$ cat src/hw/nbr_pkg.sv
package nbr_pkg;

    localparam int NUM_BANKS  = 4;
    localparam int NUM_PE     = 4;
    localparam int BANK_DEPTH = 64;
    localparam int ADDR_W     = 6;
    localparam int ID_W       = 14;
    localparam int CNT_W      = 4;   // counts 1..15, never 0
    localparam int FIFO_DEPTH = 8;

    localparam int BANK_W     = $clog2(NUM_BANKS);
    localparam int PE_W       = $clog2(NUM_PE);
    localparam int FIFO_PTR_W = $clog2(FIFO_DEPTH);
    localparam int FIFO_CNT_W = FIFO_PTR_W + 1;

    // neighbor info for one edge PE request
    typedef struct packed {
        logic [BANK_W-1:0] bank;
        logic [ADDR_W-1:0] start;
        logic [CNT_W-1:0]  count;
        logic [PE_W-1:0]   pe_tag;
    } nbr_req_t;

    typedef struct packed {
        logic              valid;
        logic [BANK_W-1:0] bank;
        logic [ADDR_W-1:0] addr;
        logic [ID_W-1:0]   id;
    } nbr_load_t;

    // bank controller to bus
    typedef struct packed {
        logic              valid;
        logic              sos;
        logic              eos;
        logic [PE_W-1:0]   pe_tag;
        logic [CNT_W-1:0]  iter;
        logic [ID_W-1:0]   id;
    } bank_beat_t;

    typedef struct packed {
        logic              valid;
        logic              sos;
        logic              eos;
        logic [CNT_W-1:0]  iter;
        logic [ID_W-1:0]   id;
    } pe_stream_t;

    typedef enum logic [1:0] {
        IDLE,
        READ,
        HOLD   // last read issued, waiting on eos grant
    } bank_state_e;

endpackage
$ cat src/hw/nbr_fetch_top.sv
`timescale 1ns/1ps

module nbr_fetch_top (
    input  logic                                       clk,
    input  logic                                       rst_n,
    input  logic                                       req_valid,
    input  nbr_pkg::nbr_req_t                          req,
    input  nbr_pkg::nbr_load_t                         load,
    output logic                                       req_full,
    output nbr_pkg::pe_stream_t [nbr_pkg::NUM_PE-1:0]  pe_out
);
    import nbr_pkg::*;

    nbr_req_t                  head;
    logic                      fifo_empty;
    logic                      fifo_pop;
    logic                      fifo_push;
    nbr_req_t [NUM_BANKS-1:0]   dispatch;
    logic [NUM_BANKS-1:0]       start;
    logic [NUM_BANKS-1:0]       bank_busy;
    logic [NUM_BANKS-1:0]       grant;
    bank_beat_t [NUM_BANKS-1:0] beats;

    assign fifo_push = req_valid && !req_full;   // drop while full

    nbr_req_fifo u_fifo (
        .clk   (clk),
        .rst_n (rst_n),
        .push  (fifo_push),
        .din   (req),
        .pop   (fifo_pop),
        .head  (head),
        .empty (fifo_empty),
        .full  (req_full)
    );

    nbr_mem_ctrl u_mem_ctrl (
        .clk       (clk),
        .rst_n     (rst_n),
        .head      (head),
        .empty     (fifo_empty),
        .bank_busy (bank_busy),
        .pop       (fifo_pop),
        .dispatch  (dispatch),
        .start     (start)
    );

    for (genvar b = 0; b < NUM_BANKS; b++) begin : g_bank
        nbr_bank_ctrl #(.BANK_IDX(b)) u_bank (
            .clk      (clk),
            .rst_n    (rst_n),
            .dispatch (dispatch[b]),
            .start    (start[b]),
            .load     (load),
            .grant    (grant[b]),
            .beat     (beats[b]),
            .busy     (bank_busy[b])
        );
    end

    nbr_pe_bus u_bus (
        .clk    (clk),
        .rst_n  (rst_n),
        .beats  (beats),
        .grant  (grant),
        .pe_out (pe_out)
    );

endmodule

$ cat src/hw/nbr_pe_bus.sv
`timescale 1ns/1ps

module nbr_pe_bus (
    input  logic                                             clk,
    input  logic                                             rst_n,
    input  nbr_pkg::bank_beat_t [nbr_pkg::NUM_BANKS-1:0]     beats,
    output logic [nbr_pkg::NUM_BANKS-1:0]                    grant,
    output nbr_pkg::pe_stream_t [nbr_pkg::NUM_PE-1:0]        pe_out
);
    import nbr_pkg::*;

    logic [NUM_PE-1:0]                 lock_valid;
    logic [NUM_PE-1:0][BANK_W-1:0]     lock_bank;
    logic [NUM_PE-1:0]                 sel_valid;
    logic [NUM_PE-1:0][BANK_W-1:0]     sel_bank;
    bank_beat_t [NUM_PE-1:0]           sel_beat;
    logic [NUM_BANKS-1:0][NUM_PE-1:0]  grant_by;

    always_comb begin
        grant_by = '0;
        for (int p = 0; p < NUM_PE; p++) begin
            sel_valid[p] = 1'b0;
            sel_bank[p]  = lock_bank[p];
            if (lock_valid[p]) begin
                sel_valid[p] = beats[lock_bank[p]].valid;
            end else begin
                // walk down so the lowest matching bank wins
                for (int b = NUM_BANKS - 1; b >= 0; b--) begin
                    if (beats[b].valid && beats[b].sos && beats[b].pe_tag == PE_W'(p)) begin
                        sel_valid[p] = 1'b1;
                        sel_bank[p]  = BANK_W'(b);
                    end
                end
            end
            sel_beat[p] = beats[sel_bank[p]];
            if (sel_valid[p]) begin
                grant_by[sel_bank[p]][p] = 1'b1;
            end
        end
        for (int b = 0; b < NUM_BANKS; b++) begin
            grant[b] = |grant_by[b];
        end
    end

    always_ff @(posedge clk or negedge rst_n) begin
        if (!rst_n) begin
            lock_valid <= '0;
            lock_bank  <= '0;
            pe_out     <= '0;
        end else begin
            for (int p = 0; p < NUM_PE; p++) begin
                pe_out[p].valid <= sel_valid[p];
                if (sel_valid[p]) begin
                    pe_out[p].sos  <= sel_beat[p].sos;
                    pe_out[p].eos  <= sel_beat[p].eos;
                    pe_out[p].iter <= sel_beat[p].iter;
                    pe_out[p].id   <= sel_beat[p].id;
                    lock_valid[p]  <= !sel_beat[p].eos;   // single-beat frames never lock
                    lock_bank[p]   <= sel_bank[p];
                end
            end
        end
    end

    for (genvar b = 0; b < NUM_BANKS; b++) begin : g_chk
        a_one_owner: assert property (@(posedge clk) disable iff (!rst_n)
            $onehot0(grant_by[b]))
            else $error("bank %0d granted to more than one PE", b);
    end

endmodule

$ cat src/hw/nbr_bank_ctrl.sv
`timescale 1ns/1ps

module nbr_bank_ctrl #(
    parameter int BANK_IDX = 0
) (
    input  logic                clk,
    input  logic                rst_n,
    input  nbr_pkg::nbr_req_t   dispatch,
    input  logic                start,
    input  nbr_pkg::nbr_load_t  load,
    input  logic                grant,
    output nbr_pkg::bank_beat_t beat,
    output logic                busy
);
    import nbr_pkg::*;

    bank_state_e       state;
    nbr_req_t          req_q;
    logic [ADDR_W-1:0] rd_addr;
    logic [CNT_W-1:0]  rd_iter;     // iter of the next read
    logic [CNT_W-1:0]  beat_iter;
    logic              beat_valid;
    logic              load_hit;
    logic              issue;
    logic              last_rd;
    logic              sram_en;
    logic              sram_we;
    logic [ADDR_W-1:0] sram_addr;
    logic [ID_W-1:0]   sram_rdata;

    assign load_hit = load.valid && (load.bank == BANK_W'(BANK_IDX));

    // read only when the beat slot is empty or drains this cycle
    assign issue   = (state == READ) && !load_hit && (!beat_valid || grant);
    assign last_rd = (rd_iter == req_q.count - 1'b1);

    // load write steals the port
    assign sram_en   = load_hit || issue;
    assign sram_we   = load_hit;
    assign sram_addr = load_hit ? load.addr : rd_addr;

    nbr_sram u_sram (
        .clk   (clk),
        .en    (sram_en),
        .we    (sram_we),
        .addr  (sram_addr),
        .wdata (load.id),
        .rdata (sram_rdata)
    );

    always_ff @(posedge clk) begin
        if (state == IDLE && start) begin
            req_q <= dispatch;
        end
    end

    always_ff @(posedge clk or negedge rst_n) begin
        if (!rst_n) begin
            state      <= IDLE;
            rd_addr    <= '0;
            rd_iter    <= '0;
            beat_iter  <= '0;
            beat_valid <= 1'b0;
        end else begin
            if (issue) begin
                beat_valid <= 1'b1;
                beat_iter  <= rd_iter;
                rd_addr    <= rd_addr + 1'b1;
                rd_iter    <= rd_iter + 1'b1;
            end else if (grant) begin
                beat_valid <= 1'b0;
            end
            case (state)
                IDLE: begin
                    if (start) begin
                        state   <= READ;
                        rd_addr <= dispatch.start;
                        rd_iter <= '0;
                    end
                end
                READ: if (issue && last_rd) state <= HOLD;
                HOLD: if (grant && beat.eos) state <= IDLE;
                default: state <= IDLE;
            endcase
        end
    end

    // id comes straight off the sram output register
    always_comb begin
        beat.valid  = beat_valid;
        beat.sos    = (beat_iter == '0);
        beat.eos    = (beat_iter == req_q.count - 1'b1);
        beat.pe_tag = req_q.pe_tag;
        beat.iter   = beat_iter;
        beat.id     = sram_rdata;
    end

    assign busy = (state != IDLE);

    a_iter_range: assert property (@(posedge clk) disable iff (!rst_n)
        beat.valid |-> (beat.iter <= req_q.count - 1'b1))
        else $error("bank %0d iter past end of list", BANK_IDX);

    a_held_stable: assert property (@(posedge clk) disable iff (!rst_n)
        (beat.valid && !grant) |=> $stable(beat))
        else $error("bank %0d beat changed while not granted", BANK_IDX);

endmodule

$ cat src/hw/nbr_sram.sv
`timescale 1ns/1ps

module nbr_sram (
    input  logic                       clk,
    input  logic                       en,
    input  logic                       we,
    input  logic [nbr_pkg::ADDR_W-1:0] addr,
    input  logic [nbr_pkg::ID_W-1:0]   wdata,
    output logic [nbr_pkg::ID_W-1:0]   rdata
);
    import nbr_pkg::*;

    logic [ID_W-1:0] mem [BANK_DEPTH];

    // single port, rdata holds its value on writes and idle cycles
    always_ff @(posedge clk) begin
        if (en) begin
            if (we) begin
                mem[addr] <= wdata;
            end else begin
                rdata <= mem[addr];
            end
        end
    end

endmodule

$ cat src/hw/nbr_mem_ctrl.sv
`timescale 1ns/1ps

module nbr_mem_ctrl (
    input  logic                                          clk,
    input  logic                                          rst_n,
    input  nbr_pkg::nbr_req_t                             head,
    input  logic                                          empty,
    input  logic [nbr_pkg::NUM_BANKS-1:0]                 bank_busy,
    output logic                                          pop,
    output nbr_pkg::nbr_req_t [nbr_pkg::NUM_BANKS-1:0]    dispatch,
    output logic [nbr_pkg::NUM_BANKS-1:0]                 start
);
    import nbr_pkg::*;

    logic [NUM_BANKS-1:0] bank_sel;
    logic                 head_free;

    always_comb begin
        bank_sel = '0;
        bank_sel[head.bank] = 1'b1;
    end

    // head blocks the queue until its own bank frees up
    assign head_free = !bank_busy[head.bank];
    assign pop       = !empty && head_free;
    assign start     = pop ? bank_sel : '0;

    always_comb begin
        for (int b = 0; b < NUM_BANKS; b++) begin
            dispatch[b] = bank_sel[b] ? head : '0;
        end
    end

    for (genvar b = 0; b < NUM_BANKS; b++) begin : g_chk
        // started bank was idle and reports busy right after
        a_start_idle: assert property (@(posedge clk) disable iff (!rst_n)
            start[b] |-> !bank_busy[b] ##1 bank_busy[b])
            else $error("bank %0d started while busy", b);
    end

endmodule

$ cat src/hw/nbr_req_fifo.sv
`timescale 1ns/1ps

module nbr_req_fifo (
    input  logic              clk,
    input  logic              rst_n,
    input  logic              push,
    input  nbr_pkg::nbr_req_t din,
    input  logic              pop,
    output nbr_pkg::nbr_req_t head,
    output logic              empty,
    output logic              full
);
    import nbr_pkg::*;

    nbr_req_t              mem [FIFO_DEPTH];
    logic [FIFO_PTR_W-1:0] wr_ptr;
    logic [FIFO_PTR_W-1:0] rd_ptr;
    logic [FIFO_CNT_W-1:0] count;
    logic [FIFO_CNT_W-1:0] count_next;
    logic                  wr_en;
    logic                  rd_en;

    assign wr_en = push && !full;
    assign rd_en = pop && !empty;
    assign head  = mem[rd_ptr];   // fall-through read of the oldest entry

    assign count_next = count + FIFO_CNT_W'(wr_en) - FIFO_CNT_W'(rd_en);

    always_ff @(posedge clk) begin
        if (wr_en) begin
            mem[wr_ptr] <= din;
        end
    end

    // flags come from the next count so both are plain registers
    always_ff @(posedge clk or negedge rst_n) begin
        if (!rst_n) begin
            wr_ptr <= '0;
            rd_ptr <= '0;
            count  <= '0;
            full   <= 1'b0;
            empty  <= 1'b1;
        end else begin
            if (wr_en) begin
                wr_ptr <= wr_ptr + 1'b1;   // depth is a power of two, wraps
            end
            if (rd_en) begin
                rd_ptr <= rd_ptr + 1'b1;
            end
            count <= count_next;
            full  <= (count_next == FIFO_CNT_W'(FIFO_DEPTH));
            empty <= (count_next == '0);
        end
    end

    a_no_push_full: assert property (@(posedge clk) disable iff (!rst_n)
        push |-> !full)
        else $error("request FIFO pushed while full");

    a_no_pop_empty: assert property (@(posedge clk) disable iff (!rst_n)
        pop |-> !empty)
        else $error("request FIFO popped while empty");

endmodule

$ cat config.mk
export PLATFORM = sky130hd
export DESIGN_NAME = nbr_fetch_top
export DESIGN_NICKNAME = d
export VERILOG_FILES = /design/src/hw/nbr_pkg.sv /design/src/hw/nbr_fetch_top.sv /design/src/hw/nbr_pe_bus.sv /design/src/hw/nbr_bank_ctrl.sv /design/src/hw/nbr_sram.sv /design/src/hw/nbr_mem_ctrl.sv /design/src/hw/nbr_req_fifo.sv
export SDC_FILE = /design/constraint.sdc
export NUM_CORES = 2
export LEC_CHECK = 0
export BUFFER_PORTS_ARGS = -buffer_cell sky130_fd_sc_hd__buf_2
export CORE_AREA = 2 2 477 716
export CTS_BUF_LIST = sky130_fd_sc_hd__clkbuf_8
export CTS_CLUSTER_SIZE = 28
export DETAILED_ROUTE_END_ITERATION = 10
export DIE_AREA = 0 0 479 718
export PLACE_DENSITY = 0.72
export SYNTH_ARGS = -nofsm -noshare
export SYNTH_HDL_FRONTEND = slang
export SYNTH_SLANG_ARGS = --single-unit
$ cat constraint.sdc
create_clock -name clk -period 3.7 [get_ports clk]
set_input_delay 0.185 -clock clk [delete_from_list [all_inputs] [get_ports clk]]
set_output_delay 0.185 -clock clk [all_outputs]
set_load 0.05 [all_outputs]
== Word-level counts from Yosys, hierarchy flattened ==
Memories as Yosys holds them, arrays and structs flattened. A register that Yosys moved wholly into a read port is not among the register bits.
Index checks and enable logic that the tools add are counted.

* Bits in writable memories: 3696
* Word-level logic and storage cells: 400
* Memories kept: 5
* Input bits: 40
* Bits in registers: 200
* Output and inout bits: 85

{| class="wikitable"
|+ Memory list
! memory !! words !! bits a word !! rd ports !! clocked after Yosys merged registers in !! wr ports !! line !! text
|-
| g_bank[0].u_bank.u_sram.mem || 64 || 14 || 1 || 1 || 1 || nbr_sram.sv:13 || <nowiki>logic [ID_W-1:0] mem [BANK_DEPTH];</nowiki>
|-
| g_bank[1].u_bank.u_sram.mem || 64 || 14 || 1 || 1 || 1 || nbr_sram.sv:13 ||
|-
| g_bank[2].u_bank.u_sram.mem || 64 || 14 || 1 || 1 || 1 || nbr_sram.sv:13 ||
|-
| g_bank[3].u_bank.u_sram.mem || 64 || 14 || 1 || 1 || 1 || nbr_sram.sv:13 ||
|-
| u_fifo.mem || 8 || 14 || 1 || 0 || 1 || nbr_req_fifo.sv:15 || <nowiki>nbr_req_t mem [FIFO_DEPTH];</nowiki>
|}

* Bitwise gates (word level): 7
* Reductions and logical operators: 110
* $add $sub $neg: 16
* $lt $le $gt $ge: 14
* Eq/ne operators: 44
* Muxes and demuxes: 143

{| class="wikitable"
|+ Operators by type and width
! operator !! count
|-
| 23-bit binary-select mux with 2-bit select || 8
|-
| 6-bit 2-to-1 mux || 16
|-
| 23-bit 2-to-1 mux || 4
|-
| 22-bit 2-to-1 mux || 4
|-
| 2-bit 2-to-1 mux || 33
|-
| 16-bit 2-to-1 mux || 4
|-
| 4-bit 2-to-1 mux || 14
|-
| 1-bit logical AND || 53
|-
| 12-bit 2-to-1 mux || 4
|-
| 16-bit OR || 3
|-
| 1-bit 2-to-1 mux || 45
|-
| 4-bit demux with 2-bit select || 4
|-
| 4-bit equality test || 8
|-
| 2-bit equality test, second input constant || 14
|-
| 2-bit by 3-bit < comparator with 1-bit output, second input constant || 9
|-
| 6-bit by 1-bit adder with 6-bit output, second input constant || 4
|-
| 2-bit one-hot mux with 3 select lines || 4
|-
| 4-bit zero test || 5
|-
| 2-bit by 1-bit equality test with 1-bit output, second input constant || 9
|-
| 2-bit zero test || 9
|-
| 4-bit by 1-bit adder with 4-bit output, second input constant || 4
|-
| 2-bit inequality test, second input constant || 8
|-
| 2-bit nonzero test || 8
|-
| 4-bit OR reduction || 4
|-
| other kinds (15) || 56
|}

== Longest topological paths before layout ==
* Depth in word-level cells: 25
* Gate-level depth with buffers: 14

== Hierarchy ==
A second synthesis with hierarchy kept.

* Cells, all modules: 9918
* Area total of the unflattened synthesis: 160362.6 sq um

{| class="wikitable"
|+ By module, submodules not included
! module !! area an instance (sq um) !! instances !! cells an instance !! seq. area each (sq um)
|-
| nbr_sram || 35962.0 || 4 || 2124 || 27326.2
|-
| nbr_pe_bus || 6190.9 || 1 || 631 || 2402.3
|-
| nbr_req_fifo || 4825.9 || 1 || 219 || 3664.8
|-
| nbr_bank_ctrl at g_bank[1].u_bank ... || 1253.7 || 2 || 126 || 605.6
|-
| nbr_bank_ctrl at g_bank[0].u_bank || 1270.0 || 1 || 125 || 605.6
|-
| nbr_bank_ctrl at g_bank[3].u_bank || 1251.2 || 1 || 124 || 605.6
|-
| nbr_mem_ctrl || 455.4 || 1 || 70 || 0.0
|-
| nbr_fetch_top || 13.8 || 1 || 1 || 0.0
|}

== Least setup slack after synthesis ==
Ideal clock, no wire load.

* Path kind: register to register
* From: register u_fifo.rd_ptr[0]
* To: register u_fifo.full
* Period minus slack after synthesis: 3.770 ns
* Data arrival time: 3.697 ns
* Buffers on the path: 1
* Slack: -0.070 ns
* Cell stages (with the launch flop): 14
* Setup time: 0.073 ns
* Cells stage by stage: dfrtp_1 buf_2 mux4_2 mux2i_1 mux4_2 nor2b_1 ha_1 inv_1 ha_1 inv_1 fa_1 inv_1 or3_1 nor2b_1

* Cells in the longest elaborated chain, start to end: 8

{| class="wikitable"
|+ RTL lines
! element !! line !! text
|-
| start: declaration || nbr_req_fifo.sv:17 || <nowiki>logic [FIFO_PTR_W-1:0] rd_ptr;</nowiki>
|-
| start signal: assignment || nbr_req_fifo.sv:48 || <nowiki>rd_ptr <= rd_ptr + 1'b1;</nowiki>
|-
| memory read 8 x 14 bit || -- ||
|-
| 1-bit binary-select mux with 2-bit select || nbr_mem_ctrl.sv:24 || <nowiki>assign head_free = !bank_busy[head.bank];</nowiki>
|-
| 1-bit 2-to-1 mux (implied by the code) || nbr_mem_ctrl.sv:24 ||
|-
| 1-bit zero test || nbr_mem_ctrl.sv:24 ||
|-
| 1-bit logical AND || nbr_mem_ctrl.sv:25 || <nowiki>assign pop = !empty && head_free;</nowiki>
|-
| 1-bit logical AND || nbr_req_fifo.sv:24 || <nowiki>assign rd_en = pop && !empty;</nowiki>
|-
| via u_fifo.rd_en || nbr_req_fifo.sv:21 || <nowiki>logic rd_en;</nowiki>
|-
| 4-bit by 1-bit subtractor with 4-bit output || nbr_req_fifo.sv:27 || <nowiki>assign count_next = count + FIFO_CNT_W'(wr_en) - FIFO_CNT_W'(rd_en);</nowiki>
|-
| via u_fifo.count_next[1] || nbr_req_fifo.sv:19 || <nowiki>logic [FIFO_CNT_W-1:0] count_next;</nowiki>
|-
| 4-bit equality test || nbr_req_fifo.sv:51 || <nowiki>full <= (count_next == FIFO_CNT_W'(FIFO_DEPTH));</nowiki>
|-
| end signal: assignment || nbr_req_fifo.sv:51 ||
|-
| end: declaration || nbr_req_fifo.sv:11 || <nowiki>output logic full</nowiki>
|}

The timed path passes the listed nets, and every way through them passes these cells. The select of a mux whose other input is x is not followed.
A chain may end at the register's enable or synchronous reset.

== Worst setup path after layout ==
* From: register g_bank[2].u_bank.rd_addr[2]
* To: register g_bank[2].u_bank.u_sram.rdata[10] (netlist name) (read register of g_bank[2].u_bank.u_sram.mem), data pin

* Cells in the longest elaborated chain, start to end: 1

{| class="wikitable"
|+ RTL lines
! element !! line !! text
|-
| start: declaration || nbr_bank_ctrl.sv:19 || <nowiki>logic [ADDR_W-1:0] rd_addr;</nowiki>
|-
| start signal: assignment || nbr_bank_ctrl.sv:68 || <nowiki>rd_addr <= rd_addr + 1'b1;</nowiki>
|-
| start signal: assignment || nbr_bank_ctrl.sv:77 || <nowiki>rd_addr <= dispatch.start;</nowiki>
|-
| 6-bit 2-to-1 mux || nbr_bank_ctrl.sv:40 || <nowiki>assign sram_addr = load_hit ? load.addr : rd_addr;</nowiki>
|-
| end: declaration || nbr_sram.sv:9 || <nowiki>output logic [nbr_pkg::ID_W-1:0] rdata</nowiki>
|}

No other way between the ends.

==> summary.txt <==
CELLS AND AREA
--------------------------------------------------------------------------------------------------
Final cell count without fillers                                                             15.2k
Relative area change from synthesis to final layout                                          17.5%
Filler Cells Inserted                                                                        26.2k
Leading cell type in the layout, fill and taps excluded                               sky130_fd_sc_hd__edfxtp_1
Post-layout net count                                                                        10.3k
Fraction of final layout cells sized beyond drive strength 1                                 22.5%
Top library cells by usage in the layout, fill and taps aside                         sky130_fd_sc_hd__edfxtp_1 (3776), sky130_fd_sc_hd__buf_4 (1083), sky130_fd_sc_hd__a22oi_1 (897), sky130_fd_sc_hd__clkbuf_8 (587), sky130_fd_sc_hd__and3_1 (522)

LOGIC SYNTHESIS
--------------------------------------------------------------------------------------------------
Dominant register cell in the synthesized netlist                                     sky130_fd_sc_hd__edfxtp_1
Number of unique standard cell types used by synthesis                                          93
Ys Warns                                                                                         0
Seq cells post-synth                                                                          3952
Sequential fraction of the synthesis area                                                    77.8%
Synthesized Nets                                                                              8979
Post-synth EDFFs                                                                              3776
Post-Synthesis Mean Instance Area                                                        17.0 um^2
Post-Syn Instances                                                                            8920
Share of async-settable or async-resettable flops after synthesis                            4.45%
Synthesized area                                                                       151000 um^2

CLOCK NETWORK
--------------------------------------------------------------------------------------------------
Clock Latency Late Sink                                                                    1040 ps
Clock Sink Count                                                                              3952
Number of buffers inserted during clock tree synthesis                                         543
Maximum count of clock buffers along a single path                                               4
H-tree levels                                                                                    6
Clock transition time at the flip-flop clock pins of the worst setup and hold paths          70 ps
CTS tree                                                                                       yes
Clk root buf                                                                          sky130_fd_sc_hd__clkbuf_8

GRT
--------------------------------------------------------------------------------------------------
Number of antenna violations at the first check in global routing                               22
Highest-utilization routing layer at the global route stage                                   met2
Via count of the first global-routing pass                                                   96.5k
Remaining Overflow, GRT                                                                          0
Met1 capacity usage during global routing                                                    32.0%
Global-route wire length before repair                                                   683000 um
Met2 Resource Use GR                                                                         44.5%
Met3 demand-to-capacity share in global routing                                              5.31%
Largest net degree at the start of global routing                                              109
GRT Total Usage                                                                              27.1%

RUN STATUS
--------------------------------------------------------------------------------------------------
Status                                                                                finished, violations left
Violations in the final reports                                                       capacitance limit

WORST SETUP PATH
--------------------------------------------------------------------------------------------------
Arrival @ worst endpoint                                                                   4380 ps
Startpoint Class                                                                         flip-flop
Biggest fanout along the worst timing path                                                      25
Critical path's slowest cell                                                          sky130_fd_sc_hd__nor4_1
Worst Setup Path Type                                                                      reg2reg
Reg2Reg Launch Point                                                                  g_bank[2].u_bank.rd_addr[2]$_DFF_PN0_
Worst flop-to-flop path endpoint                                                      g_bank[2].u_bank.u_sram.rdata[10]$_DFFE_PP_
R2r worst-path depth                                                                            12
Most frequent cell on the critical path                                               sky130_fd_sc_hd__buf_4
Required time of the critical path                                                         4460 ps
Largest stage delay on the critical path                                                    600 ps
Sort of element at the end of the critical path                                          flip-flop
Flop-to-flop setup slack                                                                     80 ps
Cell-by-cell trace of the critical path                                               nand2_1, mux2i_4, buf_12, buf_4, a222oi_1, buf_4, or2_2, a31oi_1, nor4_1, buf_4, nand4_1, buf_4

PWR
--------------------------------------------------------------------------------------------------
Pwr/cell area                                                                          735 nW/um^2
Leak pwr                                                                                   60.8 nW
PnR Total Power                                                                             131 mW
Highest ir drop seen on vdd                                                             0.000482 V

PLACEMENT
--------------------------------------------------------------------------------------------------
DP Cell Count                                                                                14.2k
Placed wire-length estimate after detailed placement                                     315000 um
Total of buffers placed on input and output ports                                              124
Gp weighted congestion                                                                       0.956
Post-Place Setup Slack                                                                     -500 ps

MIN PATH
--------------------------------------------------------------------------------------------------
Hold Crit Class                                                                             in2reg
Worst hold path stage count                                                                      2
Hold worst-path end                                                                   u_fifo.mem[3][5]$_DFFE_PP_
Min-Delay Startpoint                                                                        req[5]

STA
--------------------------------------------------------------------------------------------------
Setup Skew                                                                                 55.5 ps
Maximum clock frequency                                                                    276 MHz
Final min period                                                                           3620 ps
Unrepaired setup endpoints after global routing                                               true
Least-Margin Pin Slew                                                                      1490 ps
Crit path setup slack, layout                                                              82.2 ps
Setup total negative slack                                                                    0 ps
Fin crit share                                                                               97.8%
Post-Route Hold Slack                                                                      79.7 ps
Final setup viols                                                                                0
Slew headroom                                                                               0.418%
Number of pins exceeding their max-slew limit in the final report                                0
Count of final hold-check violations                                                             0

ROUTE
--------------------------------------------------------------------------------------------------
Number of detailed-route iterations in the first pass                                            9
Routed vias                                                                                  97.1k
Avg WL per Cell                                                                            31.7 um
Final Routed Wirelength                                                                  481000 um
Remaining number of nets flagged by the antenna check after routing                              0
Via density per instance                                                                      6.40
DRC marker count from the first detailed-route iteration                                     14.9k
Remaining DRCs                                                                                   0

DIE
--------------------------------------------------------------------------------------------------
Boundary Pins                                                                                  125
Die span in x                                                                               479 um
Core area                                                                              338000 um^2
Number of rows in the core area                                                                262
Die area                                                                               344000 um^2
Initial standard-cell utilization of the core                                                44.8%
Die boundary height                                                                         718 um

FLOW RUN
--------------------------------------------------------------------------------------------------
Maxcap violations                                                                                1

how the worst max path moves through the flow:
stage | startpoint | to | slack [ps] | cells past startpoint
after floorplan | u_fifo.rd_ptr[0]$_DFFE_PN0P_ | u_fifo.full$_DFF_PN0_ | 20 | 13
after global placement | load[21] | g_bank[3].u_bank.u_sram.rdata[13]$_DFFE_PP_ | -450 | 12
after detailed placement | load[21] | g_bank[3].u_bank.u_sram.rdata[13]$_DFFE_PP_ | -500 | 12
after CTS | u_fifo.rd_ptr[0]$_DFFE_PN0P_ | u_fifo.full$_DFF_PN0_ | 10 | 12
after global routing | u_fifo.rd_ptr[0]$_DFFE_PN0P_ | u_fifo.full$_DFF_PN0_ | -20 | 12
final | g_bank[2].u_bank.rd_addr[2]$_DFF_PN0_ | g_bank[2].u_bank.u_sram.rdata[10]$_DFFE_PP_ | 80 | 12
flip-flops by register name (all words and copies together) (netlist names):
name,count
g_bank.u_bank.beat,8
g_bank.u_bank.beat_iter,16
g_bank.u_bank.beat_valid,4
g_bank.u_bank.rd_addr,24
g_bank.u_bank.rd_iter,16
g_bank.u_bank.req_q,16
g_bank.u_bank.state,8
g_bank.u_bank.u_sram.mem,3584
g_bank.u_bank.u_sram.rdata,56
u_bus.lock_bank,8
u_bus.lock_valid,4
u_bus.pe_out,84
u_fifo.count,4
u_fifo.empty,1
u_fifo.full,1
u_fifo.mem,112
u_fifo.rd_ptr,3
u_fifo.wr_ptr,3
worst max-delay path: cells and delay by family (launching register included):
| family | cells | cell delay [ps] |
|---|---|---|
| muxes | 1 | 210 |
| AOI/OAI and AO/OA | 2 | 520 |
| buffers and inverters | 5 | 1070 |
| DFF | 1 | 460 |
| and+or+nand+nor | 4 | 1030 |
power by group:
group,internal (mW),switching (mW)
clock network,15.3,16.2
registers,51.3,2.62
logic,16.8,28.5
total,83.4,47.3
cell usage after synthesis (all sizes together), types with 25 or more instances:
| library cell | count | area [um^2] |
|---|---|---|
| buf | 164 | 800 |
| dfrtp | 175 | 4380 |
| nor2 | 346 | 1300 |
| o211ai | 59 | 443 |
| o21ai | 145 | 726 |
| a2111oi | 175 | 1580 |
| nand2b | 33 | 206 |
| nand2 | 301 | 1130 |
| mux2i | 203 | 2040 |
| nor3 | 49 | 245 |
| a221o | 30 | 300 |
| mux4 | 31 | 698 |
| a221oi | 82 | 724 |
| and3 | 522 | 3270 |
| a22o | 104 | 911 |
| edfxtp | 3776 | 113000 |
| a222oi | 182 | 1820 |
| a21oi | 53 | 269 |
| a22oi | 897 | 6730 |
| a31oi | 351 | 2200 |
| and2 | 39 | 249 |
| or4 | 25 | 191 |
| clkbuf | 470 | 1760 |
| inv | 49 | 184 |
| nor4 | 60 | 382 |
| mux2 | 190 | 2160 |
| a32o | 42 | 420 |
| nand3 | 63 | 315 |
cell families (layout without fill, tap and decap cells):
group                    count (synthesis)  after routing  synth area share, %
flip-flops                            3952           3952                 77.8
AND/OR/NAND/NOR                       1523           1523                 5.21
AO/OA/AOI/OAI                         2270           2270                 11.5
XOR/XNOR                                47             47                0.299
adder cells (fa/ha/maj)                 19             19                0.162
other                                    0             13                    0
buffers and inverters                  685           2444                 1.82
multiplexers                           424            424                 3.23
metrics by stage:
step / util [%] / cell area [um^2]
after global routing: 52.6 / 178000
after CTS: 52.6 / 178000
final: 52.7 / 178000
after detailed placement: 49.6 / 168000
after global placement: 49.6 / 168000
after floorplan: - / 151000
per-layer routing:
layer	routed length (um)	share of wire (%)
met2	230000	48
met3	52800	11
met4	40500	8.4
met5	74	0.015
met1	157000	33
repair_timing:
item                                    in CTS  in global routing
hold buffers                                39                  0
endpoints found under the hold margin     1354                  0
resized for setup                            5                  5
buffers inserted                             1                  0
endpoints found under the setup margin       2                  5
pin swaps                                    2                  0
final cells by class:
type / instances / area (um^2) / share of cell area (%)
Timing Repair Buffer: 1438 / 13100 / 7.38
Sequential cell: 3952 / 118000 / 66.2
Tap cell: 4488 / 5620 / 3.16
Clock inverter: 383 / 2050 / 1.15
Inverter: 51 / 193 / 0.108
Clock buffer: 572 / 7870 / 4.42
Antenna cell: 13 / 32.5 / 0.0183
Multi-Input combinational cell: 4283 / 31300 / 17.6
No activity file was read; power rests on OpenSTA's default activity.
